### src/ind_btb_pkg.sv
// shared widths, depths and entry layout for the indirect-branch target buffer
// every design file reaches these through ind_btb_pkg:: scoped names
package ind_btb_pkg;

  // index and path history
  localparam int unsigned idx_w      = 8;
  localparam int unsigned path_w     = 8;
  localparam int unsigned path_depth = 4;
  // index bits contributed by each history entry
  localparam int unsigned seg_w      = idx_w / path_depth;
  localparam int unsigned lane_cnt   = 4;

  // retire pc and stored target
  localparam int unsigned pc_w       = 39;
  localparam int unsigned tgt_w      = 20;

  // privilege field, machine mode out of reset
  localparam int unsigned priv_w     = 2;
  localparam logic [priv_w-1:0] priv_reset = 2'b11;

  // entry is {valid, priv, target}
  localparam int unsigned entry_w    = 1 + priv_w + tgt_w;

  // storage split into banks, bank number is the index msbs
  localparam int unsigned bank_cnt   = 4;
  localparam int unsigned bank_depth = 64;
  localparam int unsigned bank_aw    = $clog2(bank_depth);
  localparam int unsigned bank_sel_w = $clog2(bank_cnt);

  // invalidation sweep starts at the top index
  localparam logic [idx_w-1:0] inv_start = 8'hff;

  typedef logic [idx_w-1:0]      idx_t;
  typedef logic [path_w-1:0]     path_t;
  typedef logic [entry_w-1:0]    entry_t;
  typedef logic [bank_sel_w-1:0] bank_sel_t;

  // one full path history, entry 0 is the youngest
  typedef path_t hist_t [path_depth];

endpackage

### src/ind_btb_dout.sv
// data-out stage of the indirect BTB
// flops the read strobe and bank, then loads the selected bank data and
// the privilege sampled with the read one edge later
`timescale 1ns/100ps

module ind_btb_dout (
  input  logic                               dout_update_clk,
  input  logic                               cpurst_b,
  input  logic                               inv_on,
  input  logic                               rd_go,
  input  ind_btb_pkg::bank_sel_t             rd_bank,
  input  logic [ind_btb_pkg::priv_w-1:0]     priv_mode,
  input  ind_btb_pkg::entry_t                rdata [ind_btb_pkg::bank_cnt],
  output ind_btb_pkg::entry_t                dout,
  output logic [ind_btb_pkg::priv_w-1:0]     dout_priv_mode
);

  logic                               rd_flop;
  ind_btb_pkg::bank_sel_t             rd_bank_q;
  logic [ind_btb_pkg::priv_w-1:0]     priv_q;

  // ==========================================================================
  // read flop
  // ==========================================================================
  always_ff @(posedge dout_update_clk or negedge cpurst_b)
  begin
    if (!cpurst_b)
      rd_flop <= 1'b0;
    else if (inv_on)
      rd_flop <= 1'b0;
    else
      rd_flop <= rd_go;
  end

  // bank and priv captured with the read
  always_ff @(posedge dout_update_clk)
  begin
    if (rd_go)
    begin
      rd_bank_q <= rd_bank;
      priv_q    <= priv_mode;
    end
  end

  // ==========================================================================
  // output registers
  // ==========================================================================
  // hold between reads
  always_ff @(posedge dout_update_clk or negedge cpurst_b)
  begin
    if (!cpurst_b)
    begin
      dout           <= '0;
      dout_priv_mode <= ind_btb_pkg::priv_reset;
    end
    else if (rd_flop)
    begin
      dout           <= rdata[rd_bank_q];
      dout_priv_mode <= priv_q;
    end
  end

endmodule

### config.mk
export PLATFORM = sky130hd
export DESIGN_NAME = ind_btb_dout
export DESIGN_NICKNAME = d
export VERILOG_FILES = /design/src/ind_btb_pkg.sv /design/src/ind_btb_dout.sv
export SDC_FILE = /design/constraint.sdc
export NUM_CORES = 1
export LEC_CHECK = 0
export ABC_CLOCK_PERIOD_IN_PS = 3100
export BUFFER_PORTS_ARGS = -buffer_cell sky130_fd_sc_hd__buf_2
export CAP_MARGIN = 40
export CORE_ASPECT_RATIO = 0.5
export CORE_MARGIN = 8
export CORE_UTILIZATION = 45
export CTS_BUF_LIST = sky130_fd_sc_hd__clkbuf_2 sky130_fd_sc_hd__clkbuf_4 sky130_fd_sc_hd__clkbuf_8
export DETAILED_ROUTE_END_ITERATION = 6
export GPL_TIMING_DRIVEN = 0
export PLACE_DENSITY = 0.87
export SLEW_MARGIN = 20
export SYNTH_ARGS = -nofsm -noshare
export SYNTH_HDL_FRONTEND = slang
export SYNTH_SLANG_ARGS = --single-unit
### constraint.sdc
create_clock -name dout_update_clk -period 3.1 [get_ports dout_update_clk]
set_clock_uncertainty 0.1 [all_clocks]
set_input_delay 0.31 -clock dout_update_clk [delete_from_list [all_inputs] [get_ports dout_update_clk]]
set_output_delay 0.31 -clock dout_update_clk [all_outputs]
set_load 0.1 [all_outputs]
==> metrics.yaml, run 1 <==
synth_area_um2: 1740
timing.critical_path.max_delay_family: "flip-flops"
maxSlewViolCount: 0
comb_power_share: 0.460
postCtsResizedCells: 0
initial_cell_density_of_the_core: 0.458
dr.pass1.iters: 4
wl_met3_um: 175
totalNegativeSetupSlack_ns: 0
layout_area_overhead_pct: 46.3
critical_path.max_stage_delay_ns: 0.53
worstSkewPairLatency_ns: 0.28
cpMaxStageDelayCell: "sky130_fd_sc_hd__dfstp_2"
period_needed_ns: 1.64
first_global_vias: 1791
wl_met1_mm: 2.13
slew_headroom: 0.607
number_of_drc_violations_after_detailed_routing: 0
remaining_antenna_violation_count: 0
die_x_um: 104
worstPathRequired_ns: 2.69
route.met2.wl_mm: 3.18
routed_wl_mm: 5.52
final_cell_mix: "130 x sky130_fd_sc_hd__buf_2, 46 x sky130_fd_sc_hd__mux2i_1, 24 x sky130_fd_sc_hd__nand2b_1, 24 x sky130_fd_sc_hd__dfrtp_1, 23 x sky130_fd_sc_hd__o221ai_1"
synth_top_area_frac: 0.345
cts_made_buffers: 5
globalRoute.totalOverflow: 0
synth.lib_cells_used.distinct: 13
placement.setup.worst_slack_ns: 1.75
top_level_ports: 125
setup_viol: 0
clockPowerShare: 0.237
maxUsedRoutingLayer: "met4"
critical_path_class: "register to output pin"
power_leakage_nw: 1.37
final_layout_size_suffix_gt1_frac: 0.540
grt_setup_unrepaired: "false"
gp_congestion: 0.720
count_of_filler_cells_inserted_in_the_layout: 312
p_sw_frac: 0.461
power_report.internal_total_mw: 0.882
synth.area.top_cells: "sky130_fd_sc_hd__dfrtp_1 34%, sky130_fd_sc_hd__mux2i_1 26%, sky130_fd_sc_hd__o221ai_1 12%"
grt_start_max_net_pins: 27
finalCritPeriodShare: 0.529
vias: 1625
layout.cells.most_common: "sky130_fd_sc_hd__buf_2"
kind_of_launch_point_of_the_worst_setup_path: "register"
final_net_count: 371
ys.warnings.count: 0
antenna_found_initial: 0
final_critical_path_setup_slack_ns: 1.46
clock_tree_from_tritoncts: "built"
detailedPlacementHpwl_mm: 4.46
cts_root_buf: "sky130_fd_sc_hd__clkbuf_8"
critical_path_peak_fanout: 2
min-delay-path-class: "input pin to register"
detail_route.wl_per_cell_um: 16.9
fp.dieH_um: 60.0
layout.core_utilization: 0.670
maxClockFrequency_mhz: 609
clock_sinks: 30
power.switching_mw: 0.755
seqPwrFrac: 0.303
worst-path-buf-inv: 1
holdWs_ns: 0.0785
crit_arrival_ns: 1.23
synth.largest_area_cell: "sky130_fd_sc_hd__dfrtp_1"
antenna-diode-count: 0
crit_path_cell_trace: "buf_2"
avgSynthCellArea_um2: 12.5
post_route_non_filler_standard_cell_count: 326
numPortBuffers: 124
power.density_cell_area_nw_per_um2: 642
fp-row-count: 16
cts-root-to-sink-buffers: 2
floorplan.die_area_um2: 6240
syn_nets: 239
yosysSeqAreaShare: 0.444
h-tree-depth: 2
max_slew.worst_pin.slew_ns: 0.590
core_region_area_um2: 3800
first_pass_grt_wire_length_mm: 8.69
setup.worst_path.end_class: "output pin"
numPlacedInstances: 317
number_of_buffers_added_for_setup_after_cts: 0
synthCells: 139
vdd_drop_max_v: 0.000391
status: "complete, no violations"
worst_setup_hold_path_clk_slew_ns: 0.07
ys_seq_elements: 30
final_number_of_hold_violating_endpoints: 0
max-cap-violations: 0
drt-initial-drc-count: 28
global_route.usage.total: 0.173
route.detailed.vias_per_inst: 4.98
path summary, 6_finish.rpt:
check	endpoint	cells past startpoint	slack, ns	start
max	dout_priv_mode[1]	1	1.46	dout_priv_mode[1]$_DFFE_PN1P_
min in group asynchronous	dout[8]$_DFFE_PN0P_	2	0.47	cpurst_b
min	rd_flop$_DFF_PN0_	2	0.08	inv_on
max in group asynchronous	dout[19]$_DFFE_PN0P_	2	2.04	cpurst_b
min reg2reg	dout_priv_mode[0]$_DFFE_PN1P_	1	0.39	priv_q[0]$_DFFE_PP_
max reg2reg	dout[6]$_DFFE_PN0P_	4	1.75	rd_bank_q[0]$_DFFE_PP_
power groups by stage:
stage | registers, mW | logic (mW) | clock network, mW
detailed placement | 0.503 | 0.757 | 0
CTS | 0.497 | 0.758 | 0.394
global placement | 0.500 | 0.745 | 0
global route | 0.505 | 0.782 | 0.419
floorplan | 0.931 | 0.155 | 0
finish | 0.497 | 0.752 | 0.388
routing by layer:
metal	up-vias	global-route usage
li1	795	-
met1	775	0.187
met2	51	0.348
met3	4	0.0344
met4	0	0.0367
met5	-	0
layout make-up:
class,count,area [µm²],share of cell area
Clock buffer,5,68.8,0.0270
Clock inverter,3,40.0,0.0157
Sequential cell,30,773,0.303
Tap cell,54,67.6,0.0265
Multi-Input combinational cell,97,845,0.331
Buffer,12,125,0.0491
Timing Repair Buffer,125,631,0.247
state kept, by name, summed over array words and instances (netlist names):
name	flops
dout	23
priv_q	2
rd_bank_q	2
rd_flop	1
dout_priv_mode	2
cells in the mapped netlist:
master and number:
sky130_fd_sc_hd__clkbuf_1 1, sky130_fd_sc_hd__dfstp_2 2, sky130_fd_sc_hd__o221ai_1 23, sky130_fd_sc_hd__buf_12 4, sky130_fd_sc_hd__nand2b_1 24, sky130_fd_sc_hd__dfrtp_1 24, sky130_fd_sc_hd__edfxtp_1 4, sky130_fd_sc_hd__mux2i_1 46
sky130_fd_sc_hd__mux2_2 2, sky130_fd_sc_hd__buf_2 6, sky130_fd_sc_hd__buf_6 1, sky130_fd_sc_hd__nand2_1 1, sky130_fd_sc_hd__nor2b_1 1
repair_timing:
item | CTS | global route
hold buffers | 1 | 0
setup endpoints to repair | 0 | 0
hold endpoints to repair | 24 | 0
kinds of logic after synthesis:
family,after synthesis,synth area share
mux,48,0.277
flops,30,0.444
simple gates,26,0.0919
compound gates,23,0.116
buf+inv,12,0.0718
per-stage QoR:
stage | area (µm²) | power [mW]
global route | 2550 | 1.71
floorplan | 1740 | 1.09
global placement | 2430 | 1.24
detailed placement | 2430 | 1.26
finish | 2550 | 1.64
CTS | 2550 | 1.65
(Power assumes the default switching activity.)
==> inputs of run 2 (changes only) <==
--- a/config.mk
+++ b/config.mk
@@ -5,16 +5,16 @@
 export SDC_FILE = /design/constraint.sdc
 export NUM_CORES = 1
 export LEC_CHECK = 0
-export ABC_CLOCK_PERIOD_IN_PS = 3100
+export ABC_CLOCK_PERIOD_IN_PS = 1660
 export BUFFER_PORTS_ARGS = -buffer_cell sky130_fd_sc_hd__buf_2
 export CAP_MARGIN = 40
 export CORE_ASPECT_RATIO = 0.5
 export CORE_MARGIN = 8
-export CORE_UTILIZATION = 45
+export CORE_UTILIZATION = 42
 export CTS_BUF_LIST = sky130_fd_sc_hd__clkbuf_2 sky130_fd_sc_hd__clkbuf_4 sky130_fd_sc_hd__clkbuf_8
 export DETAILED_ROUTE_END_ITERATION = 6
 export GPL_TIMING_DRIVEN = 0
-export PLACE_DENSITY = 0.87
+export PLACE_DENSITY = 0.82
 export SLEW_MARGIN = 20
 export SYNTH_ARGS = -nofsm -noshare
 export SYNTH_HDL_FRONTEND = slang
==> constraint.sdc (replaced) <==
create_clock -name dout_update_clk -period 1.66 [get_ports dout_update_clk]
set_clock_uncertainty 0.1 [all_clocks]
set_input_delay 0.166 -clock dout_update_clk [delete_from_list [all_inputs] [get_ports dout_update_clk]]
set_output_delay 0.166 -clock dout_update_clk [all_outputs]
set_load 0.1 [all_outputs]
==> run 2 against run 1 <==
  * Die area grew 5.6%
  * Clock power grew 50%
  * Cell count grew 1.5%
  * Register-to-register slack lost 1.4 ns
  * Routed wire length grew 2.6%
  * Critical path depth is the same
  * Global-route usage shrank 0.28 points
  * Critical path type unchanged
==> metrics.yaml, run 2 (same netlist as run 1, synthesis figures left out) <==
status: "complete, no violations"  # unchanged
final_layout_size_suffix_gt1_frac: 0.527  # was 0.540
largest_reg_flops: 23  # unchanged
p_sw_frac: 0.480  # was 0.461
first_pass_grt_wire_length_mm: 8.90  # was 8.69 mm
vias: 1676  # was 1625
globalRoute.totalOverflow: 0  # unchanged
timing.critical_path.max_delay_family: "flip-flops"  # unchanged
maxSlewViolCount: 0  # unchanged
power_report.internal_total_mw: 1.52  # was 0.882 mW
comb_power_share: 0.484  # was 0.460
critical_path_peak_fanout: 2  # unchanged
antenna-diode-count: 0  # unchanged
fp-row-count: 16  # unchanged
cts_made_buffers: 5  # unchanged
worst_setup_hold_path_clk_slew_ns: 0.06  # was 0.07 ns
finalPower_mw: 2.92  # was 1.64 mW
min-delay-path-class: "input pin to register"  # unchanged
clock_sinks: 30  # unchanged
grt_setup_unrepaired: "false"  # unchanged
antenna_found_initial: 0  # unchanged
top_level_ports: 125  # unchanged
period_needed_ns: 1.49
layout.cells.most_common: "sky130_fd_sc_hd__buf_2"  # unchanged
die_x_um: 107  # was 104 µm
h-tree-depth: 2  # unchanged
power.switching_mw: 1.40  # was 0.755 mW
power_leakage_nw: 1.37  # about the same
seqPwrFrac: 0.317  # was 0.303
numPortBuffers: 124  # unchanged
clock_tree_from_tritoncts: "built"  # unchanged
grt_start_max_net_pins: 27  # unchanged
kind_of_launch_point_of_the_worst_setup_path: "register"  # unchanged
remaining_antenna_violation_count: 0  # unchanged
global_route.usage.total: 0.170  # was 0.173
power.density_cell_area_nw_per_um2: 1130  # was 642 nW/µm²
worstPathRequired_ns: 1.39  # was 2.69 ns
core_region_area_um2: 3940  # was 3800 µm²
detailedPlacementHpwl_mm: 4.55  # was 4.46 mm
vdd_drop_max_v: 0.000559  # was 0.000391 V
cts-root-to-sink-buffers: 2  # unchanged
gp_congestion: 0.743  # was 0.720
crit_path_cell_trace: "buf_2"  # unchanged
setup.worst_path.end_class: "output pin"  # unchanged
max-cap-violations: 0  # unchanged
floorplan.die_area_um2: 6590  # was 6240 µm²
crit_arrival_ns: 1.23  # about the same
number_of_buffers_added_for_setup_after_cts: 0  # unchanged
drt-initial-drc-count: 58  # was 28
slew_headroom: 0.598  # was 0.607
first_global_vias: 1914  # was 1791
final_number_of_hold_violating_endpoints: 0  # unchanged
critical_path_class: "register to output pin"  # unchanged
regMostFlops: "dout"  # unchanged
final_net_count: 376  # was 371
worst-path-buf-inv: 1  # unchanged
fp.dieH_um: 61.6  # was 60.0 µm
setup_viol: 0  # unchanged
cpMaxStageDelayCell: "sky130_fd_sc_hd__dfstp_2"  # unchanged
maxClockFrequency_mhz: 671
dr.pass1.iters: 4  # unchanged
final_cell_mix: "130 x sky130_fd_sc_hd__buf_2, 46 x sky130_fd_sc_hd__mux2i_1, 24 x sky130_fd_sc_hd__nand2b_1, 24 x sky130_fd_sc_hd__dfrtp_1, 23 x sky130_fd_sc_hd__o221ai_1"  # unchanged
critical_path.max_stage_delay_ns: 0.53  # about the same
detail_route.wl_per_cell_um: 17.1  # was 16.9 µm
routed_wl_mm: 5.66  # was 5.52 mm
initial_cell_density_of_the_core: 0.442  # was 0.458
layout_area_overhead_pct: 47.8  # was 46.3%
worstSkewPairLatency_ns: 0.28  # about the same
clockPowerShare: 0.199  # was 0.237
finalCritPeriodShare: 0.898
cts_root_buf: "sky130_fd_sc_hd__clkbuf_8"  # unchanged
max_slew.worst_pin.slew_ns: 0.603  # was 0.590 ns
number_of_drc_violations_after_detailed_routing: 0  # unchanged
totalNegativeSetupSlack_ns: 0  # unchanged
route.detailed.vias_per_inst: 5.06  # was 4.98
## run 2: power groups by stage
stage / clock [mW] / sequential [mW] / combinational [mW]
2_1_floorplan: 0 / 1.74 / 0.290
3_3_place_gp: 0 / 0.933 / 1.40
3_5_place_dp: 0 / 0.938 / 1.42
4_1_cts: 0.592 / 0.926 / 1.43
5_1_grt: 0.624 / 0.941 / 1.47
6_report: 0.581 / 0.927 / 1.41
## run 2: stage by stage
step                      cells  hold WS [ns]  setup slack (ns)  utilization  cell area, µm²
after CTS                   331        0.0677             0.159        0.653            2580
final                       331        0.0681             0.169        0.653            2580
after global routing        331        0.0800             0.139        0.653            2580
after global placement      317        0.0973             0.362        0.616            2430
after floorplan             139        -0.230             0.381            -            1740
after detailed placement    317         0.106             0.319        0.616            2430
## run 2: layout make-up
| type | instances | area, µm² |
|---|---|---|
| fillers | 315 | 1370 |
| multi-input cells | 97 | 845 |
| flip-flops and latches | 30 | 773 |
| repair buffers | 130 | 681 |
| plain buffers | 12 | 125 |
| clock buffers | 6 | 76.3 |
| well taps | 54 | 67.6 |
| clock inverters | 2 | 8.76 |
## run 2: repair_timing
| action | CTS | global route |
|---|---|---|
| endpoints found under the hold margin | 29 | 0 |
| hold buffers | 6 | 0 |
| resized for setup | 0 | 0 |
## run 2: layer usage
layer / share of wire / GRT usage
met4: 0.015 / 0.0653
met5: 0 / 0
met2: 0.58 / 0.346
met1: 0.36 / 0.168
met3: 0.046 / 0.0397
## run 2: worst paths after layout
| check | slack, ns | start | cells after the start | end |
|---|---|---|---|---|
| min in group asynchronous | 0.33 | cpurst_b | 2 | dout[7]$_DFFE_PN0P_ |
| worst max-delay path | 0.17 | dout_priv_mode[1]$_DFFE_PN1P_ | 1 | dout_priv_mode[1] |
| max in group asynchronous | 0.73 | cpurst_b | 2 | dout[13]$_DFFE_PN0P_ |
| worst min register to register | 0.39 | priv_q[0]$_DFFE_PP_ | 1 | dout_priv_mode[0]$_DFFE_PN1P_ |
| worst min-delay path | 0.07 | rd_go | 1 | priv_q[1]$_DFFE_PP_ |
| worst max register to register | 0.32 | rd_bank_q[0]$_DFFE_PP_ | 4 | dout[10]$_DFFE_PN0P_ |
## run 2: worst register-to-register path: stages, from the launching register on
cell                       delay, ns
sky130_fd_sc_hd__edfxtp_1       0.35
sky130_fd_sc_hd__buf_6          0.21
sky130_fd_sc_hd__buf_12         0.18
sky130_fd_sc_hd__mux2i_1        0.24
sky130_fd_sc_hd__o221ai_1       0.15
