## src/ind_btb_pkg.sv

```systemverilog
// shared widths, depths and entry layout for the indirect-branch target buffer
// every design file reaches these through ind_btb_pkg:: scoped names
package ind_btb_pkg;

  // index and path history
  localparam int unsigned idx_w      = 8;
  localparam int unsigned path_w     = 8;
  localparam int unsigned path_depth = 4;
  // index bits contributed by each history entry
  localparam int unsigned seg_w      = idx_w / path_depth;
  localparam int unsigned lane_cnt   = 4;

  // retire pc and stored target
  localparam int unsigned pc_w       = 39;
  localparam int unsigned tgt_w      = 20;

  // privilege field, machine mode out of reset
  localparam int unsigned priv_w     = 2;
  localparam logic [priv_w-1:0] priv_reset = 2'b11;

  // entry is {valid, priv, target}
  localparam int unsigned entry_w    = 1 + priv_w + tgt_w;

  // storage split into banks, bank number is the index msbs
  localparam int unsigned bank_cnt   = 4;
  localparam int unsigned bank_depth = 64;
  localparam int unsigned bank_aw    = $clog2(bank_depth);
  localparam int unsigned bank_sel_w = $clog2(bank_cnt);

  // invalidation sweep starts at the top index
  localparam logic [idx_w-1:0] inv_start = 8'hff;

  typedef logic [idx_w-1:0]      idx_t;
  typedef logic [path_w-1:0]     path_t;
  typedef logic [entry_w-1:0]    entry_t;
  typedef logic [bank_sel_w-1:0] bank_sel_t;

  // one full path history, entry 0 is the youngest
  typedef path_t hist_t [path_depth];

endpackage

```

## src/ind_btb_ctrl.sv

```systemverilog
// control of the indirect BTB storage
// runs the invalidation sweep, arbitrates sweep > write > read, picks the
// index and bank, and builds the write entry for the banks
`timescale 1ns/100ps

module ind_btb_ctrl (
  input  logic                               dout_update_clk,
  input  logic                               cpurst_b,
  input  logic                               btb_en,
  input  logic                               inv_req,
  input  logic                               jmp_detect,
  input  logic                               fifo_stall,
  input  logic                               retire0_jmp_mispred,
  input  logic [ind_btb_pkg::pc_w-1:0]       retire0_next_pc,
  input  logic [ind_btb_pkg::priv_w-1:0]     priv_mode,
  input  ind_btb_pkg::idx_t                  rd_index,
  input  ind_btb_pkg::idx_t                  wr_index,
  output logic                               inv_on,
  output logic                               inv_done,
  output logic [ind_btb_pkg::bank_cnt-1:0]   bank_wen,
  output logic [ind_btb_pkg::bank_cnt-1:0]   bank_rd,
  output logic [ind_btb_pkg::bank_aw-1:0]    bank_addr,
  output ind_btb_pkg::entry_t                wdata,
  output logic                               rd_go,
  output ind_btb_pkg::bank_sel_t             rd_bank
);

  ind_btb_pkg::idx_t      inv_cnt;
  ind_btb_pkg::idx_t      index;
  ind_btb_pkg::bank_sel_t bank_sel;
  logic                   wr_go;

  // ==========================================================================
  // invalidation sweep
  // ==========================================================================
  // counts 255 down to 0 while inv_on is set
  always_ff @(posedge dout_update_clk or negedge cpurst_b)
  begin
    if (!cpurst_b)
      inv_cnt <= '0;
    else if (inv_on)
      inv_cnt <= inv_cnt - 1'b1;
    else if (inv_req)
      inv_cnt <= ind_btb_pkg::inv_start;
  end

  // status drops the edge after index 0 is cleared
  always_ff @(posedge dout_update_clk or negedge cpurst_b)
  begin
    if (!cpurst_b)
      inv_on <= 1'b0;
    else if (inv_on && (inv_cnt == '0))
      inv_on <= 1'b0;
    else if (inv_req)
      inv_on <= 1'b1;
  end

  assign inv_done = !inv_on;

  // ==========================================================================
  // arbitration
  // ==========================================================================
  // retired jump mispredict updates the entry
  assign wr_go = btb_en && retire0_jmp_mispred && !inv_on;

  // read on jump detect, no queueing when blocked
  assign rd_go = btb_en && jmp_detect && !wr_go && !fifo_stall && !inv_on;

  // index select, sweep first
  always_comb
  begin
    if (inv_on)
      index = inv_cnt;
    else if (wr_go)
      index = wr_index;
    else
      index = rd_index;
  end

  // msbs pick the bank
  assign bank_sel  = index[ind_btb_pkg::idx_w-1 -: ind_btb_pkg::bank_sel_w];
  assign bank_addr = index[ind_btb_pkg::bank_aw-1:0];
  assign rd_bank   = bank_sel;

  // per-bank strobes
  always_comb
  begin
    for (int b = 0; b < ind_btb_pkg::bank_cnt; b++)
    begin
      bank_wen[b] = (inv_on || wr_go) && (bank_sel == ind_btb_pkg::bank_sel_t'(b));
      bank_rd[b]  = rd_go && (bank_sel == ind_btb_pkg::bank_sel_t'(b));
    end
  end

  // ==========================================================================
  // write data
  // ==========================================================================
  // zero during sweep, else {valid, priv, target}
  assign wdata = inv_on ? '0
                        : {1'b1, priv_mode, retire0_next_pc[ind_btb_pkg::tgt_w-1:0]};

endmodule

```

## config.mk

```make
export PLATFORM = sky130hd
export DESIGN_NAME = ind_btb_ctrl
export DESIGN_NICKNAME = d
export VERILOG_FILES = /design/src/ind_btb_pkg.sv /design/src/ind_btb_ctrl.sv
export SDC_FILE = /design/constraint.sdc
export NUM_CORES = 1
export LEC_CHECK = 0
export ABC_CLOCK_PERIOD_IN_PS = 1900
export BUFFER_PORTS_ARGS = -buffer_cell sky130_fd_sc_hd__clkbuf_2
export CAP_MARGIN = 20
export CELL_PAD_IN_SITES_DETAIL_PLACEMENT = 0
export CELL_PAD_IN_SITES_GLOBAL_PLACEMENT = 1
export CORE_MARGIN = 2
export CORE_UTILIZATION = 19
export CTS_CLUSTER_SIZE = 14
export DETAILED_ROUTE_END_ITERATION = 8
export GPL_TIMING_DRIVEN = 1
export PLACE_DENSITY = 0.83
export SLEW_MARGIN = 10
export SYNTH_ARGS = -nofsm -noshare
export SYNTH_HDL_FRONTEND = slang
export SYNTH_SLANG_ARGS = --single-unit
```

## constraint.sdc

```tcl
create_clock -name dout_update_clk -period 1.9 [get_ports dout_update_clk]
set_input_delay 0.095 -clock dout_update_clk [delete_from_list [all_inputs] [get_ports dout_update_clk]]
set_output_delay 0.095 -clock dout_update_clk [all_outputs]
set_load 0.05 [all_outputs]
```

==> results.py, run 1 <==
metrics = {
    "timing": {
        "holdWs_ns": 0.224,
        "maxSlewViolCount": 0,
        "post-route-min-period_ns": 1.82,
        "final.setup_skew_ns": 0.00169,
        "fin_ws_ns": 0.0770,
        "worstMarginPinSlew_ns": 0.530,
        "post-route-period-util_pct": 95.9,
        "max_freq_mhz": 549,
        "hold_violations": 0,
        "slew_headroom_pct": 64.4,
        "rsz0062_at_grt": "false",
        "setup_viol": 0,
    },
    "cells_and_area": {
        "nets": 271,
        "area_growth_pct": 85.3,
        "layout.cells.non_filler": 256,
        "antenna_cells": 0,
        "seqCellArea_sq_um": 226,
        "final_cell_area_sq_mm": 0.00159,
        "n_fill_cell": 466,
        "layout-drive-gt1-share_pct": 53.9,
        "multiInputGateArea_sq_um": 648,
    },
    "global_route": {
        "grt_max_degree": 27,
        "antenna_found_initial": 0,
        "grt_pass1_vias": 963,
        "grt.total_usage_pct": 10.5,
        "grt_pass1_wl_mm": 4.33,
        "gr-total-overflow": 0,
    },
    "placed_design": {
        "gp_congestion": 0.799,
        "dpl_cell_area_sq_mm": 0.00146,
        "pre_cts_ws_ns": 0.123,
        "numPortBuffers": 86,
        "dp_cells": 248,
        "dp_hpwl_mm": 2.07,
    },
    "power": {
        "p_sw_uw": 1000,
        "clockPowerShare_pct": 12.2,
        "power.share.switching_pct": 56.4,
        "power_uw": 1780,
        "internal_power_uw": 776,
        "total_leakage_power_uw": 0.000821,
        "sequentialPowerShare_pct": 22.6,
        "p_per_area_mw_per_mm2": 1120,
        "power_frac_comb_pct": 65.2,
        "ir_drop_v": 0.000739,
    },
    "clock_network": {
        "clk_pin_slew_ns": 0.04,
        "clk_latency_ns": 0.23,
        "root_buffer": "clkbuf_8",
        "cts_buffer_depth": 2,
        "clock_sinks": 9,
        "tritoncts": "yes",
        "cts_buffers": 3,
        "cts_max_level": 1,
    },
    "route": {
        "wl_per_cell_um": 10.8,
        "drc": 0,
        "first_pass_iters": 4,
        "first_iter_violations": 20,
        "route.detailed.vias_per_inst": 4.38,
        "num_vias": 1121,
        "wl_mm": 2.76,
        "drt.antenna.violating_nets": 0,
    },
    "setup_path": {
        "critical_path_class": "reg -> out",
        "crit_path_frequent_cell": "clkinvlp_4",
        "cpPeakStageDelay_ns": 0.42,
        "reg2regPathDepth": 3,
        "required_ns": 1.80,
        "path_cells": "buf_12 > clkinvlp_4 > a31o_4 > clkinvlp_4 > nor2_4 > clkbuf_2",
        "critPathLaunchType": "register",
        "cp_max_fo": 13,
        "worstPathArrival_ns": 1.73,
        "cpMaxStageDelayCell": "dfrtp_2",
        "end_kind": "output port",
    },
    "synthesis": {
        "ys_warn_count": 0,
        "synth.top_cells.by_area": "dfrtp_1 (26%), nor2b_1 (18%), mux2i_1 (7.0%)",
        "yosys.area.top_type": "dfrtp_1",
        "ys_seq_elements": 9,
        "synth_nets": 180,
        "synth-seq-area-share_pct": 26.2,
        "synthMuxAreaShare_pct": 7.00,
        "synth_compound_area_share_pct": 16.8,
        "synthSimpleGateAreaFrac_pct": 39.2,
        "synth_area_sq_um": 858,
        "avgSynthCellArea_sq_um": 7.53,
        "synth_cell_types": 30,
        "synth_top_family_by_area": "simple AND/OR/NAND/NOR gates",
        "synth_top_area_share_pct": 26.2,
        "synth_xor_area_share_pct": 2.04,
        "yosys.area_share.adder_pct": 2.92,
        "syn_inst": 114,
    },
    "floorplan": {
        "initial_core_util_pct": 19.7,
        "dieHeight_um": 71.2,
        "die_area_sq_mm": 0.00507,
        "die_width_um": 71.2,
        "row_count": 24,
        "core_area_sq_mm": 0.00435,
        "io_pins": 106,
    },
    "status": {
        "status": "complete, no violations",
    },
    "min_path": {
        "hold-path-cell-count": 3,
        "hold_path_class": "in -> reg",
    },
    "flow_run": {
        "maxCapViolCount": 0,
    },
}
==> cells in the final DEF (no fill, tap or decap), types with 3 or more instances in the layout <==
cell type and n:
buf_12 3, nand2_1 8, clkinvlp_4 3, dfrtp_1 8, inv_1 3, a31oi_1 5
nand2b_1 3, nor2b_1 25, clkbuf_8 4, nor2_1 4, o21ai_1 3, o21ai_0 3
nor3_1 4, a21oi_1 5, clkbuf_2 82, mux2i_1 6
==> what timing repair did <==
action | in CTS | in global routing
hold endpoints to repair | 9 | 0
gates resized for setup | 3 | 1
buffers inserted | 0 | 1
setup endpoints to repair | 4 | 4
pin swaps | 0 | 2
gates cloned | 1 | 1
hold buffers | 1 | 0
==> critical path, delay by kind of cell (launching register included) <==
| kind | cells | cell delay (ns) |
|---|---|---|
| flops | 1 | 0.42 |
| buf+inv | 4 | 0.72 |
| compound gates | 1 | 0.21 |
| simple gates | 1 | 0.13 |
==> state kept, by name, indices dropped and copies added (netlist names) <==
| name | flops |
|---|---|
| inv_on | 1 |
| inv_cnt | 8 |
==> metrics by stage <==
step,TNS [ns],utilization (%)
global placement,0,33.5
CTS,0,35.8
global route,0,36.5
floorplan,-0.776,-
finish,0,36.5
detailed placement,0,33.5
==> worst paths after layout <==
| kind | start | to | slack, ns |
|---|---|---|---|
| min in group asynchronous | cpurst_b | inv_cnt[1] | 0.26 |
| worst min register to register | inv_cnt[7] | inv_cnt[7] | 0.54 |
| max in group asynchronous | cpurst_b | inv_on | 1.44 |
| worst max register to register | inv_cnt[4] | inv_cnt[6] | 0.51 |
| worst max-delay path | inv_on | bank_wen[0] | 0.08 |
| worst min-delay path | inv_req | inv_cnt[4] | 0.22 |
==> logic make-up (layout without fill, tap and decap cells) <==
| group | Yosys count | in the layout |
|---|---|---|
| simple gates | 60 | 60 |
| compound gates | 23 | 23 |
| buf+inv | 12 | 102 |
| flops | 9 | 9 |
| mux | 6 | 6 |
| fa+ha+maj | 2 | 2 |
| xor+xnor | 2 | 2 |
==> synthesized netlist by cell type (all sizes together) <==
library cell and number:
nor3 6, mux2i 6, nand2b 3, o21ai 6
nor3b 1, a21bo 1, dfrtp 9, a211oi 2
a21oi 5, nor2 8, ha 2, o21a 1
nor4b 1, inv 6, nor2b 25, or4 1
a41oi 1, a31oi 5, nand3 2, clkbuf 3
nor4 1, a21boi 1, nand2 8, buf 3
xnor2 2, and3 2, a31o 1, or3 2
==> per-layer routing <==
metal	vias up	part of all wire, %	global-route usage, %
li1	577	-	-
met1	491	43	13.5
met2	53	47	17.3
met3	0	10	2.81
met4	0	0	3.14
met5	-	0	0
==> cell type report <==
class                           instances  share of cell area (%)
Multi-Input combinational cell         93                    40.8
Timing Repair Buffer                   92                    36.0
Sequential cell                         9                    14.2
Tap cell                               52                    4.09
Clock buffer                            4                    2.83
Inverter                                6                    2.12
==> power by group through the flow <==
| stage | Sequential [uW] | Clock [uW] | Combinational [uW] |
|---|---|---|---|
| after detailed placement | 404 | 0 | 1160 |
| after CTS | 404 | 226 | 1170 |
| after floorplan | 372 | 0 | 923 |
| after global routing | 427 | 241 | 1250 |
| after global placement | 399 | 0 | 1150 |
| final | 402 | 217 | 1160 |
Power figures use the tool's default switching activity.
==> run 2, diff against run 1 <==
--- a/config.mk
+++ b/config.mk
@@ -10,7 +10,7 @@
 export CAP_MARGIN = 20
 export CELL_PAD_IN_SITES_DETAIL_PLACEMENT = 0
 export CELL_PAD_IN_SITES_GLOBAL_PLACEMENT = 1
-export CORE_MARGIN = 2
+export CORE_MARGIN = 1.5
 export CORE_UTILIZATION = 19
 export CTS_CLUSTER_SIZE = 14
 export DETAILED_ROUTE_END_ITERATION = 8
==> run 2 against run 1 <==
- count of clock-buffer cells in the layout down 1
- cell area decreased by 5.4%
- clock skew is 0.0023 ns higher
- hold slack better by 0.0048 ns
- total power is 0.21% lower
- global-route usage down 0.31 points
- wire length decreased by 7.1%
- register-to-register slack got worse by 0.30 ns
- via count down 0.80%
- fmax is 0.32% lower
- critical path depth decreased by 2
- combinational power about the same
==> results.py, run 2 (synthesis results as in run 1) <==
metrics = {
    "route": {
        "drc": 0,
        "first_pass_iters": 4,
        "wl_per_cell_um": 10.1,
        "route.detailed.vias_per_inst": 4.38,
        "num_vias": 1112,
        "wl_mm": 2.57,
        "first_iter_violations": 19,
        "drt.antenna.violating_nets": 0,
    },
    "cells_and_area": {
        "largest-register": "inv_cnt",
        "layout-drive-gt1-share_pct": 54.0,
        "final_cell_mix": "clkbuf_2 (82), nor2b_1 (25), nand2_1 (8), dfrtp_1 (8), mux2i_1 (6)",
        "seqCellArea_sq_um": 226,
        "area_growth_pct": 75.4,
        "multiInputGateArea_sq_um": 648,
        "fin_util_pct": 34.6,
        "nets": 269,
        "largest_reg_flops": 8,
        "layout_commonest_cell": "clkbuf_2",
        "layout_top_registers": "inv_cnt (8), inv_on (1)",
        "n_fill_cell": 463,
        "antenna_cells": 0,
    },
    "clock_network": {
        "cts_max_level": 1,
        "root_buffer": "clkbuf_8",
        "post_cts_buffers": 0,
        "clk_latency_ns": 0.23,
        "clock_sinks": 9,
        "tritoncts": "yes",
        "clk_pin_slew_ns": 0.05,
        "cts_buffer_depth": 2,
        "cts_buffers": 3,
    },
    "timing": {
        "worstMarginPinSlew_ns": 0.571,
        "post-route-period-util_pct": 96.3,
        "setup_viol": 0,
        "slew_headroom_pct": 61.8,
        "max_freq_mhz": 547,
        "final.setup_skew_ns": 0.00401,
        "tns_ns": 0,
        "fin_ws_ns": 0.0712,
        "maxSlewViolCount": 0,
        "hold_violations": 0,
        "rsz0062_at_grt": "false",
        "post-route-min-period_ns": 1.83,
    },
    "placed_design": {
        "numPortBuffers": 86,
        "dp_hpwl_mm": 2.10,
        "gp_congestion": 0.795,
        "pre_cts_ws_ns": 0.209,
    },
    "global_route": {
        "antenna_found_initial": 0,
        "grt.total_usage_pct": 10.2,
        "grt_pass1_wl_mm": 4.18,
        "gr-total-overflow": 0,
        "grt_pass1_vias": 957,
        "grt_max_degree": 35,
    },
    "floorplan": {
        "io_pins": 106,
        "initial_core_util_pct": 19.7,
        "dieHeight_um": 70.2,
        "core_area_sq_mm": 0.00435,
        "die_width_um": 70.2,
        "row_count": 24,
        "die_area_sq_mm": 0.00493,
    },
    "min_path": {
        "hold_path_class": "in -> reg",
    },
    "status": {
        "status": "complete, no violations",
    },
    "setup_path": {
        "critical_path_class": "reg -> out",
        "cp_max_fo": 5,
        "required_ns": 1.80,
        "worstPathArrival_ns": 1.73,
        "critPathLaunchType": "register",
        "end_kind": "output port",
    },
    "power": {
        "total_leakage_power_uw": 0.000774,
        "p_per_area_mw_per_mm2": 1180,
        "ir_drop_v": 0.000734,
    },
    "flow_run": {
        "maxCapViolCount": 0,
    },
}
-- run 2: cell count changes in the layout (fill, tap and decap cells not counted), sizes merged --
cell	previous run	this run
bufbuf	1	0
clkbuf	88	86
clkinv	0	1
-- run 2: cell type report --
type | count | share of cell area, %
timing repair buffer | 90 | 32.3
tap | 52 | 4.32
multi-input combinational | 93 | 43.1
clock buffer | 3 | 2.74
inverter | 6 | 2.24
sequential | 9 | 15.0
clock inverter | 1 | 0.333
-- run 2: path summary, 6_finish.rpt --
kind | startpoint | to | slack (ns) | cells after the start
worst max-delay path | inv_on | bank_rd[0] | 0.07 | 4
worst min-delay path | inv_req | inv_on | 0.23 | 3
worst max register to register | inv_on | inv_cnt[7] | 0.21 | 4
worst min register to register | inv_cnt[7] | inv_cnt[7] | 0.52 | 1
max in group asynchronous | cpurst_b | inv_on | 1.43 | 2
min in group asynchronous | cpurst_b | inv_cnt[4] | 0.26 | 2
-- run 2: stage by stage --
step | total power, uW | hold WS, ns | area (sq um) | cells
final | 1780 | 0.229 | 1510 | 254
after global routing | 1900 | 0.273 | 1510 | 254
after CTS | 1790 | 0.219 | 1500 | 254
after detailed placement | 1560 | -0.0354 | 1440 | 249
after global placement | 1550 | -0.0362 | 1440 | 249
after floorplan | 1290 | -0.201 | 932 | 114
-- run 2: metal layers --
| metal | GRT usage (%) | wire, um |
|---|---|---|
| met5 | 0 | 0 |
| met4 | 1.92 | 0 |
| met3 | 2.02 | 227 |
| met2 | 18.6 | 1210 |
| met1 | 12.4 | 1130 |
-- run 2: what timing repair did --
action / in CTS / in global routing
cloned: 0 / 0
setup endpoints to repair: 3 / 3
hold endpoints to repair: 9 / 0
hold buffers: 1 / 0
gates resized for setup: 3 / 3
pin swaps: 0 / 0
-- run 2: critical path: stages (launching register included) --
cell	delay, ns
dfrtp_2	0.44
or4_4	0.56
buf_4	0.17
nor3_4	0.11
buf_4	0.22
-- run 2: power breakdown --
group / internal (uW) / switching (uW) / total (uW)
clock: 143 / 79.4 / 223
combinational: 343 / 811 / 1150
sequential: 280 / 120 / 400
total: 767 / 1010 / 1780
