<file path="src/ind_btb_pkg.sv">
// shared widths, depths and entry layout for the indirect-branch target buffer
// every design file reaches these through ind_btb_pkg:: scoped names
package ind_btb_pkg;

  // index and path history
  localparam int unsigned idx_w      = 8;
  localparam int unsigned path_w     = 8;
  localparam int unsigned path_depth = 4;
  // index bits contributed by each history entry
  localparam int unsigned seg_w      = idx_w / path_depth;
  localparam int unsigned lane_cnt   = 4;

  // retire pc and stored target
  localparam int unsigned pc_w       = 39;
  localparam int unsigned tgt_w      = 20;

  // privilege field, machine mode out of reset
  localparam int unsigned priv_w     = 2;
  localparam logic [priv_w-1:0] priv_reset = 2'b11;

  // entry is {valid, priv, target}
  localparam int unsigned entry_w    = 1 + priv_w + tgt_w;

  // storage split into banks, bank number is the index msbs
  localparam int unsigned bank_cnt   = 4;
  localparam int unsigned bank_depth = 64;
  localparam int unsigned bank_aw    = $clog2(bank_depth);
  localparam int unsigned bank_sel_w = $clog2(bank_cnt);

  // invalidation sweep starts at the top index
  localparam logic [idx_w-1:0] inv_start = 8'hff;

  typedef logic [idx_w-1:0]      idx_t;
  typedef logic [path_w-1:0]     path_t;
  typedef logic [entry_w-1:0]    entry_t;
  typedef logic [bank_sel_w-1:0] bank_sel_t;

  // one full path history, entry 0 is the youngest
  typedef path_t hist_t [path_depth];

endpackage

</file>
<file path="src/ind_btb_path_hist.sv">
// speculative and retire path histories of the indirect BTB
// produces the hashed read index (next speculative history ^ vghr) and
// the hashed write index (current retire history ^ ghr)
`timescale 1ns/100ps

module ind_btb_path_hist (
  input  logic                                dout_update_clk,
  input  logic                                cpurst_b,
  input  logic                                btb_en,
  input  logic                                inv_on,
  input  logic                                retire0_mispred,
  input  logic                                flush,
  input  logic                                check_vld,
  input  ind_btb_pkg::path_t                  check_path,
  input  logic [ind_btb_pkg::lane_cnt-1:0]    retire_jmp,
  input  ind_btb_pkg::path_t                  retire_chk_idx [ind_btb_pkg::lane_cnt],
  input  ind_btb_pkg::idx_t                   ghr,
  input  ind_btb_pkg::idx_t                   vghr,
  output ind_btb_pkg::idx_t                   rd_index,
  output ind_btb_pkg::idx_t                   wr_index
);

  ind_btb_pkg::hist_t spec_hist;
  ind_btb_pkg::hist_t spec_nxt;
  ind_btb_pkg::hist_t rtu_hist;
  ind_btb_pkg::hist_t rtu_nxt;
  logic               recover;
  logic               rtu_jmp_any;

  // entry k feeds index bits 2k+1..2k
  function automatic ind_btb_pkg::idx_t hash_idx(
    input ind_btb_pkg::hist_t hist,
    input ind_btb_pkg::idx_t  gh
  );
    ind_btb_pkg::idx_t idx;
    for (int k = 0; k < ind_btb_pkg::path_depth; k++)
    begin
      idx[k*ind_btb_pkg::seg_w +: ind_btb_pkg::seg_w] =
        hist[k][k*ind_btb_pkg::seg_w +: ind_btb_pkg::seg_w] ^
        gh[k*ind_btb_pkg::seg_w +: ind_btb_pkg::seg_w];
    end
    return idx;
  endfunction

  // ==========================================================================
  // retire path history
  // ==========================================================================
  assign rtu_jmp_any = |retire_jmp;

  // walk lanes oldest first, each jump pushes one entry
  // so the highest jumping lane ends up in entry 0
  always_comb
  begin
    rtu_nxt = rtu_hist;
    for (int l = 0; l < ind_btb_pkg::lane_cnt; l++)
    begin
      if (retire_jmp[l])
      begin
        for (int k = ind_btb_pkg::path_depth - 1; k > 0; k--)
          rtu_nxt[k] = rtu_nxt[k-1];
        rtu_nxt[0] = retire_chk_idx[l];
      end
    end
  end

  always_ff @(posedge dout_update_clk or negedge cpurst_b)
  begin
    if (!cpurst_b)
    begin
      for (int k = 0; k < ind_btb_pkg::path_depth; k++)
        rtu_hist[k] <= '0;
    end
    // sweep wipes history every cycle
    else if (inv_on)
    begin
      for (int k = 0; k < ind_btb_pkg::path_depth; k++)
        rtu_hist[k] <= '0;
    end
    else if (btb_en && rtu_jmp_any)
      rtu_hist <= rtu_nxt;
  end

  // ==========================================================================
  // speculative path history
  // ==========================================================================
  // mispredict or flush restores from retire side
  assign recover = retire0_mispred || flush;

  // recover wins over an ib check
  always_comb
  begin
    if (recover)
      spec_nxt = rtu_nxt;
    else if (check_vld)
    begin
      for (int k = ind_btb_pkg::path_depth - 1; k > 0; k--)
        spec_nxt[k] = spec_hist[k-1];
      spec_nxt[0] = check_path;
    end
    else
      spec_nxt = spec_hist;
  end

  always_ff @(posedge dout_update_clk or negedge cpurst_b)
  begin
    if (!cpurst_b)
    begin
      for (int k = 0; k < ind_btb_pkg::path_depth; k++)
        spec_hist[k] <= '0;
    end
    else if (inv_on)
    begin
      for (int k = 0; k < ind_btb_pkg::path_depth; k++)
        spec_hist[k] <= '0;
    end
    else if (btb_en && (recover || check_vld))
      spec_hist <= spec_nxt;
  end

  // ==========================================================================
  // hashed indices
  // ==========================================================================
  // read sees the history as it will be after this edge
  assign rd_index = hash_idx(spec_nxt, vghr);
  assign wr_index = hash_idx(rtu_hist, ghr);

endmodule

</file>
<file path="config.mk">
export PLATFORM = sky130hd
export DESIGN_NAME = ind_btb_path_hist
export DESIGN_NICKNAME = d
export VERILOG_FILES = /design/src/ind_btb_pkg.sv /design/src/ind_btb_path_hist.sv
export SDC_FILE = /design/constraint.sdc
export NUM_CORES = 1
export LEC_CHECK = 0
export CORE_AREA = 2 2 95 106
export DETAILED_ROUTE_END_ITERATION = 10
export DIE_AREA = 0 0 97 108
export DONT_BUFFER_PORTS = 1
export PLACE_DENSITY = 0.58
export SKIP_CTS_REPAIR_TIMING = 1
export SYNTH_ARGS = -nofsm -noshare
export SYNTH_HDL_FRONTEND = slang
export SYNTH_SLANG_ARGS = --single-unit
</file>
<file path="constraint.sdc">
create_clock -name dout_update_clk -period 1.85 [get_ports dout_update_clk]
set_input_delay 0.0925 -clock dout_update_clk [delete_from_list [all_inputs] [get_ports dout_update_clk]]
set_output_delay 0.0925 -clock dout_update_clk [all_outputs]
set_load 0.02 [all_outputs]
</file>
==> results.tsv, run 1 <==
stage	metric	value	unit
power	powerDensity	649.0	nW/µm²
power	p_leak	1.494	nW
die	initial_core_util	0.3457	
run_status	status	complete, but fails checks	
die	die-area	10480	µm²
sta	fin_ws	-0.1455	ns
route	drt-pass1-iter-count	4	
die	core-area	9305	µm²
cells_and_area	syn2layout_area_growth	13.22	%
setup_path	critPathKind	flop to output pin	
die	die_x	97	µm
sta	report.final.slew_viol_count	0	
clock_network	clockBufferDepth	2	
sta	holdWs	-0.004607	ns
synth	async_flop_share	1.000	
synth	ys_seq_area_frac	0.3112	
min_path	hold_depth	2	
synth	synth_ff_type	dfrtp_1	
route	drt-total-wl	9314	µm
setup_path	critPathMaxFanout	4	
cells_and_area	fin_nets	447	
placed_design	place_congestion	0.8399	
synth	ys_ff_latch	40	
run_status	failed_checks	hold timing, setup timing	
setup_path	worstPathRequired	1.76	ns
route	drt_iter0_drc	258	
synth	synth_largest_area_cell	dfrtp_1	
clock_network	cts_root_buf	clkbuf_8	
route	vias	2885	
power	vdd_drop_max	0.0002902	V
synth	synthXorXnorAreaFrac	0.04901	
synth	synth_compound_area_frac	0.2843	
grt	grt-ovfl-total	0	
min_path	min_path_type	primary input to flop	
sta	setup_viol	6	
die	die_y	108	µm
synth	synthSimpleGateAreaFrac	0.1221	
clock_network	path_clk_slew	0.08	ns
synth	synthCells	372	
synth	synth.distinct_cells	47	
synth	synth_fa_ha_area_frac	0	
grt	grt_max_degree	41	
cells_and_area	antenna-diode-count	0	
route	wl_per_cell	18.70	µm
flow_run	cap_violations	0	
setup_path	cp_data_arrival_time	1.90	ns
grt	grt_pass1_wl	14400	µm
clock_network	clock_sinks	40	
clock_network	cts-htree-levels	2	
synth	synth_nets	439	
placed_design	port_buffers	0	
grt	grt_pass1_vias	2651	
synth	synth_area	3217	µm²
clock_network	cts_tree	built	
synth	yosysWarnings	0	
placed_design	dp_hpwl	6622	µm
sta	finalCritPeriodShare	1.079	
synth	synth_top_family_by_area	compound AO/OA/AOI/OAI gates	
sta	hold_viol	1	
sta	setup_tns	-0.6732	ns
route	detail-route-antenna-nets	0	
sta	fin_crit	1.995	ns
sta	clock_skew	0.005336	ns
die	num_rows	37	
clock_network	cts_buffers	5	
setup_path	r2r_cells	6	
cells_and_area	drive_above_1_share	0.2047	
sta	timing.fmax	0.5011	GHz
synth	yosys-mux-area-fraction	0.1653	
setup_path	crit_path_end_kind	output pin	
grt	grt_antenna_before_repair	0	
setup_path	cp-start-kind	flop	
synth	syn_avg_cell_area	8.647	µm²
clock_network	clock_latency	0.30	ns
route	drcViolationCount	0	
die	pin_count	83	
synth	synth.area.top_cells	dfrtp_1 (31%), mux2i_1 (8.7%), mux2_2 (7.4%)	
sta	grt_setup_unrepaired	true	
sta	tightest_slew	0.5378	ns
sta	slew_headroom	0.6406	
synth	synth_edf_count	0	
grt	grt_usage	0.1687	
route	vias_per_cell	5.793	
synth	synth_top_area_share	0.3112	
## cells in the final DEF (no fill, tap or decap), types with 3 or more instances in the layout
| cell type | Yosys | final |
|---|---|---|
| a21oi_1 | 8 | 5 |
| a21oi_2 | 0 | 3 |
| a22oi_1 | 10 | 9 |
| a2bb2oi_1 | 9 | 8 |
| a31oi_1 | 4 | 3 |
| buf_4 | 4 | 27 |
| clkbuf_8 | 0 | 6 |
| dfrtp_1 | 40 | 39 |
| dlygate4sd3_1 | 0 | 3 |
| inv_1 | 8 | 8 |
| mux2_2 | 21 | 17 |
| mux2_4 | 1 | 5 |
| mux2i_1 | 28 | 26 |
| nand2_1 | 51 | 51 |
| nand2b_1 | 8 | 8 |
| nand3_1 | 7 | 7 |
| nor2_1 | 11 | 11 |
| nor2b_1 | 3 | 3 |
| o211ai_1 | 19 | 19 |
| o21a_1 | 6 | 6 |
| o21ai_0 | 46 | 43 |
| o21ai_1 | 5 | 6 |
| o22ai_1 | 15 | 15 |
| xnor2_1 | 10 | 8 |
| xor2_1 | 8 | 8 |
## kinds of logic (layout without fill, tap and decap cells)
logic type | Yosys count | in the layout
AO/OA/AOI/OAI | 135 | 135
AND/OR/NAND/NOR | 89 | 89
multiplexers | 50 | 50
flip-flops | 40 | 40
buffers and inverters | 40 | 49
XOR/XNOR | 18 | 18
## synthesized netlist by cell type, drive strengths merged, types with 7 or more instances
cell type	count
o211ai	20
dfrtp	40
xnor2	10
o22ai	16
a21oi	8
buf	14
nor2	11
inv	8
xor2	8
nand2	51
nand3	7
mux2	22
clkbuf	16
nand2b	8
o21ai	51
a22oi	11
mux2i	28
a2bb2oi	9
## sequential cells by signal, indices dropped and copies added, names as in the netlist
name,flops
spec_hist,20
rtu_hist,20
## per-layer routing
layer / track usage / up-vias / wire length, µm
met4: 0.04326 / 0 / 136
met2: 0.2718 / 95 / 4513
met1: 0.2275 / 1400 / 3974
met5: 0 / - / 0
li1: - / 1380 / -
met3: 0.04331 / 10 / 689
## report_power, final
group	internal [W]	switching, W	total (W)
clock network	0.000305	0.000325	0.000630
logic	0.000344	0.000396	0.000741
registers	0.000938	0.0000543	0.000993
total	0.00159	0.000776	0.00236
## path summary, 6_finish.rpt
check                               from             to  slack, ns
min                        retire_jmp[2]    rtu_hist[7]     -0.005
max in group asynchronous       cpurst_b   rtu_hist[24]       1.31
max                         rtu_hist[29]    rd_index[5]      -0.15
max reg2reg                 rtu_hist[28]   rtu_hist[20]       0.06
min reg2reg                spec_hist[24]  spec_hist[24]       0.49
min in group asynchronous       cpurst_b  spec_hist[13]       0.32
## per-stage QoR
step           utilization  instances  total power, W  setup WS [ns]  instance area [µm²]
6_report            0.3914        498        0.002364        -0.1455                 3642
4_1_cts             0.3661        485        0.002277        -0.2576                 3407
2_1_floorplan            -        372        0.001552         0.2229                 3217
3_3_place_gp        0.3565        477        0.001634        0.09704                 3317
5_1_grt             0.3914        498        0.002491        -0.2581                 3642
3_5_place_dp        0.3565        477        0.001644        0.08100                 3317
## critical path, stage by stage, from the launching register on
cell	delay, ns
dfrtp_1	0.41
mux2_4	0.29
a22oi_2	0.17
o211ai_1	0.15
a31oi_2	0.28
xnor2_1	0.14
buf_4	0.16
## final cells by class
cell class                      count  area [µm²]
Clock buffer                        8       90.09
Fill cell                         977        5663
Inverter                           10       37.54
Multi-Input combinational cell    292        2106
Sequential cell                    40        1002
Tap cell                          117       146.4
Timing Repair Buffer               31       260.3
(Power assumes the default switching activity.)
==> run 2, diff against run 1 <==
--- a/config.mk
+++ b/config.mk
@@ -5,11 +5,11 @@
 export SDC_FILE = /design/constraint.sdc
 export NUM_CORES = 1
 export LEC_CHECK = 0
-export CORE_AREA = 2 2 95 106
+export CORE_AREA = 2 2 84 94
 export DETAILED_ROUTE_END_ITERATION = 10
-export DIE_AREA = 0 0 97 108
+export DIE_AREA = 0 0 86 96
 export DONT_BUFFER_PORTS = 1
-export PLACE_DENSITY = 0.58
+export PLACE_DENSITY = 0.69
 export SKIP_CTS_REPAIR_TIMING = 1
 export SYNTH_ARGS = -nofsm -noshare
 export SYNTH_HDL_FRONTEND = slang
==> run 2 against run 1 <==
Net effect:
- the flow finishes with violations (setup timing)
- first-iteration DRC count increased by 0.39%
- setup slack improved by 0.010 ns
- utilization grew 11 points
- clock power grew 59%
- cell area about the same
- sequential share of layout area about the same
- die area is 21% lower
- routed wire length is 7.5% lower
- worst hold slack improved by 0.013 ns
- non-clock buffer count shrank 3
- critical path depth stayed put
==> results.tsv, run 2 (synthesized netlist as in run 1, its figures left out) <==
stage	metric	value	unit	change
power	power.switching	0.0007698	W	was 0.0007756 W
cells_and_area	seqCellArea	1002	µm²	unchanged
clock_network	cts_buffers	5		unchanged
die	die-area	8256	µm²	was 10480 µm²
clock_network	cts_tree	built		unchanged
min_path	min_path_type	primary input to flop		unchanged
setup_path	crit_path_end_kind	output pin		unchanged
setup_path	r2r_cells	6		unchanged
die	core-area	7308	µm²	was 9305 µm²
clock_network	clockBufferDepth	2		unchanged
setup_path	worstPathRequired	1.76	ns	about the same
route	wl_per_cell	18.53	µm	was 18.70 µm
setup_path	rrSetupSlack	0.16	ns	was 0.06 ns
setup_path	rr_startpoint	rtu_hist[29]		was rtu_hist[28]
setup_path	r2r-end	rtu_hist[21]		was rtu_hist[20]
clock_network	clock_latency	0.30	ns	about the same
setup_path	critPathMaxFanout	4		unchanged
die	die_y	96	µm	was 108 µm
setup_path	cp_data_arrival_time	1.89	ns	was 1.90 ns
grt	grt_pass1_wl	13280	µm	was 14400 µm
grt	grt-ovfl-total	0		unchanged
sta	fin_crit	1.985	ns	was 1.995 ns
route	drt-total-wl	8616	µm	was 9314 µm
clock_network	clock_sinks	40		unchanged
power	p_int	0.001955	W	was 0.001588 W
grt	grt_pass1_vias	2564		was 2651
power	power.total	0.002725	W	was 0.002364 W
setup_path	critPathKind	flop to output pin		unchanged
power	pwr-share-comb	0.268		was 0.313
sta	report.final.slew_viol_count	0		unchanged
grt	grt_antenna_before_repair	0		unchanged
power	vdd_drop_max	0.0004331	V	was 0.0002902 V
cells_and_area	fin_nets	444		was 447
cells_and_area	stdcell_count	465		was 498
cells_and_area	fillers	682		was 977
clock_network	cts_root_buf	clkbuf_8		unchanged
setup_path	cp-start-kind	flop		unchanged
clock_network	cts-htree-levels	2		unchanged
sta	finalCritPeriodShare	1.073		was 1.079
route	vias_per_cell	6.290		was 5.793
sta	setup_viol	6		unchanged
sta	grt_setup_unrepaired	true		unchanged
clock_network	path_clk_slew	0.09	ns	was 0.08 ns
power	p_leak	1.509	nW	was 1.494 nW
die	num_rows	33		was 37
flow_run	cap_violations	0		unchanged
run_status	failed_checks	setup timing		was hold timing, setup timing
placed_design	dp_hpwl	6183	µm	was 6622 µm
cells_and_area	final_common_cell	nand2_1		unchanged
cells_and_area	syn2layout_area_growth	13.30	%	was 13.22%
sta	fin_ws	-0.1350	ns	was -0.1455 ns
grt	grt_usage	0.2028		was 0.1687
die	die_x	86	µm	was 97 µm
power	pwr-share-seq	0.364		was 0.420
placed_design	place_congestion	0.8792		was 0.8399
placed_design	pre_cts_ws	0.09578	ns	was 0.08100 ns
sta	timing.fmax	0.5038	GHz	was 0.5011 GHz
min_path	hold_depth	2		unchanged
power	p_sw_frac	0.2825		was 0.3281
sta	clock_skew	0.01039	ns	was 0.005336 ns
sta	setup_tns	-0.5988	ns	was -0.6732 ns
run_status	status	complete, but fails checks		unchanged
cells_and_area	multi_input_comb_area	2100	µm²	was 2106 µm²
route	drcViolationCount	0		unchanged
setup_path	crit_path_end	rd_index[5]		unchanged
power	powerDensity	747.7	nW/µm²	was 649.0 nW/µm²
grt	grt_max_degree	41		unchanged
cells_and_area	reg_top3	rtu_hist x20, spec_hist x20		unchanged
power	clock_power_share	0.368		was 0.267
placed_design	port_buffers	0		unchanged
cells_and_area	drive_above_1_share	0.2037		was 0.2047
route	drt-pass1-iter-count	4		unchanged
sta	tightest_slew	0.5187	ns	was 0.5378 ns
die	pin_count	83		unchanged
route	detail-route-antenna-nets	0		unchanged
setup_path	setup.worst_path.start	rtu_hist[29]		unchanged
sta	slew_headroom	0.6533		was 0.6406
sta	hold_viol	0		was 1
placed_design	placedCellCount	445		was 477
route	drt_iter0_drc	259		was 258
cells_and_area	antenna-diode-count	0		unchanged
cells_and_area	layout_common_cells	nand2_1 (51), o21ai_0 (43), dfrtp_1 (39)		unchanged
die	initial_core_util	0.4402		was 0.3457
route	vias	2925		was 2885
[run 2: worst max-delay path, cell delays in order, from the launching register on]
cell and delay, ns:
dfrtp_1 0.41, mux2_2 0.28, mux2i_2 0.22, o211ai_1 0.15
a31oi_2 0.23, xnor2_1 0.15, buf_4 0.16
[run 2: how the worst min path moves through the flow]
stage	startpoint	end	slack, ns
3_3_place_gp	cpurst_b	spec_hist[27]	-0.20
6_report	retire_jmp[2]	rtu_hist[7]	0.008
2_1_floorplan	cpurst_b	rtu_hist[12]	-0.20
5_1_grt	retire_jmp[2]	rtu_hist[7]	0.008
4_1_cts	cpurst_b	spec_hist[30]	-0.53
3_5_place_dp	cpurst_b	spec_hist[26]	-0.20
[run 2: through the flow]
step | area, µm² | util | hold WS (ns)
6_report | 3645 | 0.4987 | 0.008380
5_1_grt | 3645 | 0.4987 | 0.007795
4_1_cts | 3423 | 0.4684 | -0.5312
3_5_place_dp | 3264 | 0.4467 | -0.2021
3_3_place_gp | 3264 | 0.4467 | -0.2020
2_1_floorplan | 3217 | - | -0.2031
[run 2: power by group through the flow]
| stage | clock network (W) | logic [W] | registers [W] |
|---|---|---|---|
| after floorplan | 0 | 0.000558 | 0.000994 |
| after detailed placement | 0 | 0.000626 | 0.00101 |
| after global placement | 0 | 0.000617 | 0.00100 |
| after CTS | 0.00101 | 0.000629 | 0.000991 |
| final | 0.00100 | 0.000731 | 0.000992 |
| after global routing | 0.00106 | 0.000792 | 0.00100 |
[run 2: routing by layer]
metal | global-route usage | vias to the layer above | part of all wire
li1 | - | 1368 | -
met1 | 0.2786 | 1457 | 0.43
met2 | 0.3224 | 90 | 0.49
met3 | 0.04288 | 10 | 0.064
met4 | 0.05952 | 0 | 0.018
met5 | 0 | - | 0
[run 2: layout make-up]
type | count | area share
Inverter | 10 | 0.01030
Clock inverter | 3 | 0.02472
Timing Repair Buffer | 28 | 0.06522
Tap cell | 87 | 0.02987
Clock buffer | 5 | 0.01888
Sequential cell | 40 | 0.2750
Multi-Input combinational cell | 292 | 0.5760
==> run 3, diff against run 2 <==
--- a/config.mk
+++ b/config.mk
@@ -10,7 +10,6 @@
 export DIE_AREA = 0 0 86 96
 export DONT_BUFFER_PORTS = 1
 export PLACE_DENSITY = 0.69
-export SKIP_CTS_REPAIR_TIMING = 1
 export SYNTH_ARGS = -nofsm -noshare
 export SYNTH_HDL_FRONTEND = slang
 export SYNTH_SLANG_ARGS = --single-unit
==> run 3 against run 2 <==
Net effect:
- the flow still finishes with violations (setup timing)
- global-route usage increased by 0.85 points
- register-to-register slack worse by 0.15 ns
- sequential share of layout area decreased by 0.71 points
- final cell count up 0.86%
- non-clock buffer count is 4 higher
- clock-buffer cell count stayed put
- largest power group unchanged
- highest routed layer unchanged
==> results.tsv, run 3 (synthesized netlist as in run 1, its figures left out) <==
stage	metric	value	unit	change
cells_and_area	reg_top3	rtu_hist x20, spec_hist x20		unchanged
placed_design	place_congestion	0.8792		unchanged
power	p_int	0.001979	W	was 0.001955 W
route	vias	2934		was 2925
clock_network	clock_latency	0.30	ns	about the same
clock_network	clockBufferDepth	2		unchanged
route	drcViolationCount	0		unchanged
die	die_y	96	µm	unchanged
setup_path	rrSetupSlack	0.01	ns	was 0.16 ns
sta	report.final.slew_viol_count	0		unchanged
grt	grt_pass1_wl	13810	µm	was 13280 µm
die	die-area	8256	µm²	unchanged
route	vias_per_cell	6.256		was 6.290
route	drt_iter0_drc	249		was 259
grt	grt_pass1_vias	2680		was 2564
grt	grt_usage	0.2113		was 0.2028
sta	setup_viol	6		unchanged
sta	fin_crit	1.963	ns	was 1.985 ns
setup_path	critPathMaxFanout	4		unchanged
setup_path	worstPathRequired	1.76	ns	about the same
grt	grt-ovfl-total	0		unchanged
setup_path	cp_data_arrival_time	1.87	ns	was 1.89 ns
clock_network	cts_buffers	5		unchanged
grt	grt_antenna_before_repair	0		unchanged
cells_and_area	layout_common_cells	nand2_1 (50), o21ai_0 (42), dfrtp_1 (38)		was nand2_1 (51), o21ai_0 (43), dfrtp_1 (39)
route	detail-route-antenna-nets	0		unchanged
power	pwr-share-comb	0.278		was 0.268
sta	fin_ws	-0.1130	ns	was -0.1350 ns
run_status	failed_checks	setup timing		unchanged
die	die_x	86	µm	unchanged
power	p_leak	1.542	nW	was 1.509 nW
power	power.switching	0.0007878	W	was 0.0007698 W
placed_design	dp_hpwl	6183	µm	unchanged
power	powerDensity	738.5	nW/µm²	was 747.7 nW/µm²
power	clock_power_share	0.363		was 0.368
sta	grt_setup_unrepaired	true		unchanged
sta	clock_skew	0.009661	ns	was 0.01039 ns
die	pin_count	83		unchanged
cells_and_area	syn2layout_area_growth	16.45	%	was 13.30%
placed_design	pre_cts_ws	0.09578	ns	unchanged
cells_and_area	fin_nets	448		was 444
cells_and_area	antenna-diode-count	0		unchanged
clock_network	path_clk_slew	0.09	ns	about the same
power	pwr-share-seq	0.359		was 0.364
route	drt-pass1-iter-count	5		was 4
cells_and_area	final_common_cell	nand2_1		unchanged
sta	hold_viol	0		unchanged
setup_path	crit_path_end_kind	output pin		unchanged
run_status	status	complete, but fails checks		unchanged
cells_and_area	stdcell_count	469		was 465
grt	grt_max_degree	41		unchanged
cells_and_area	drive_above_1_share	0.2251		was 0.2037
sta	finalCritPeriodShare	1.061		was 1.073
clock_network	cts_tree	built		unchanged
die	num_rows	33		unchanged
sta	slew_headroom	0.6499		was 0.6533
cells_and_area	final_util	0.5126		was 0.4987
sta	timing.fmax	0.5094	GHz	was 0.5038 GHz
route	drt-total-wl	8691	µm	was 8616 µm
setup_path	cp-start-kind	flop		unchanged
die	initial_core_util	0.4402		unchanged
clock_network	cts_root_buf	clkbuf_8		unchanged
route	wl_per_cell	18.53	µm	about the same
placed_design	placedCellCount	445		unchanged
sta	tightest_slew	0.5239	ns	was 0.5187 ns
flow_run	cap_violations	0		unchanged
die	core-area	7308	µm²	unchanged
setup_path	critPathKind	flop to output pin		unchanged
power	p_sw_frac	0.2848		was 0.2825
power	vdd_drop_max	0.0004327	V	was 0.0004331 V
clock_network	clock_sinks	40		unchanged
clock_network	cts-htree-levels	2		unchanged
placed_design	port_buffers	0		unchanged
min_path	min_path_type	primary input to flop		unchanged
## run 3: power by group through the flow
stage / logic (W) / registers (W) / clock network, W
after floorplan: 0.000558 / 0.000994 / 0
after global placement: 0.000617 / 0.00100 / 0
after detailed placement: 0.000626 / 0.00101 / 0
after CTS: 0.000721 / 0.000989 / 0.00101
after global routing: 0.000834 / 0.00100 / 0.00106
final: 0.000770 / 0.000992 / 0.00100
## run 3: layer usage
metal	GRT usage	wire length [µm]	vias up
met1	0.2891	3681	1434
li1	-	-	1379
met3	0.04031	552	15
met5	0	0	-
met2	0.3398	4295	106
met4	0.06349	162	0
## run 3: area by class of cell
class                      count  area [µm²]
fill                         668        3562
multi-input combinational    292        2177
clock buffer                   5       68.82
sequential                    40        1003
tap                           87       108.9
inverter                      10       37.54
timing repair buffer          32       260.3
clock inverter                 3       90.09
## run 3: stage by stage
step                hold WS (ns)  total power [W]  area, µm²  setup TNS [ns]
detailed placement       -0.2021         0.001635       3264               0
finish                  0.005407         0.002767       3746         -0.4082
floorplan                -0.2031         0.001552       3217               0
global placement         -0.2020         0.001622       3264               0
CTS                     0.003231         0.002725       3630         -0.3753
global route            0.005989         0.002898       3746          -1.026
## run 3: repair_timing
action	CTS	global route
resized for setup	19	18
setup endpoints to repair	8	12
hold endpoints to repair	50	0
buffers inserted	9	3
pin swaps	18	6
hold buffers	4	0
## run 3: path summary, 6_finish.rpt
path	start	end	depth (start not counted)
max	rtu_hist[29]	rd_index[5]	6
min	retire_jmp[2]	rtu_hist[7]	2
max reg2reg	rtu_hist[27]	spec_hist[19]	9
min reg2reg	spec_hist[29]	spec_hist[29]	2
max in group asynchronous	cpurst_b	rtu_hist[31]	2
min in group asynchronous	cpurst_b	spec_hist[13]	2
## run 3: critical path, stage by stage (launching register included)
cell and delay [ns]:
dfrtp_1 0.41, mux2_4 0.29, o22ai_1 0.16, o21ai_1 0.13
a31oi_2 0.27, xnor2_1 0.15, buf_4 0.16
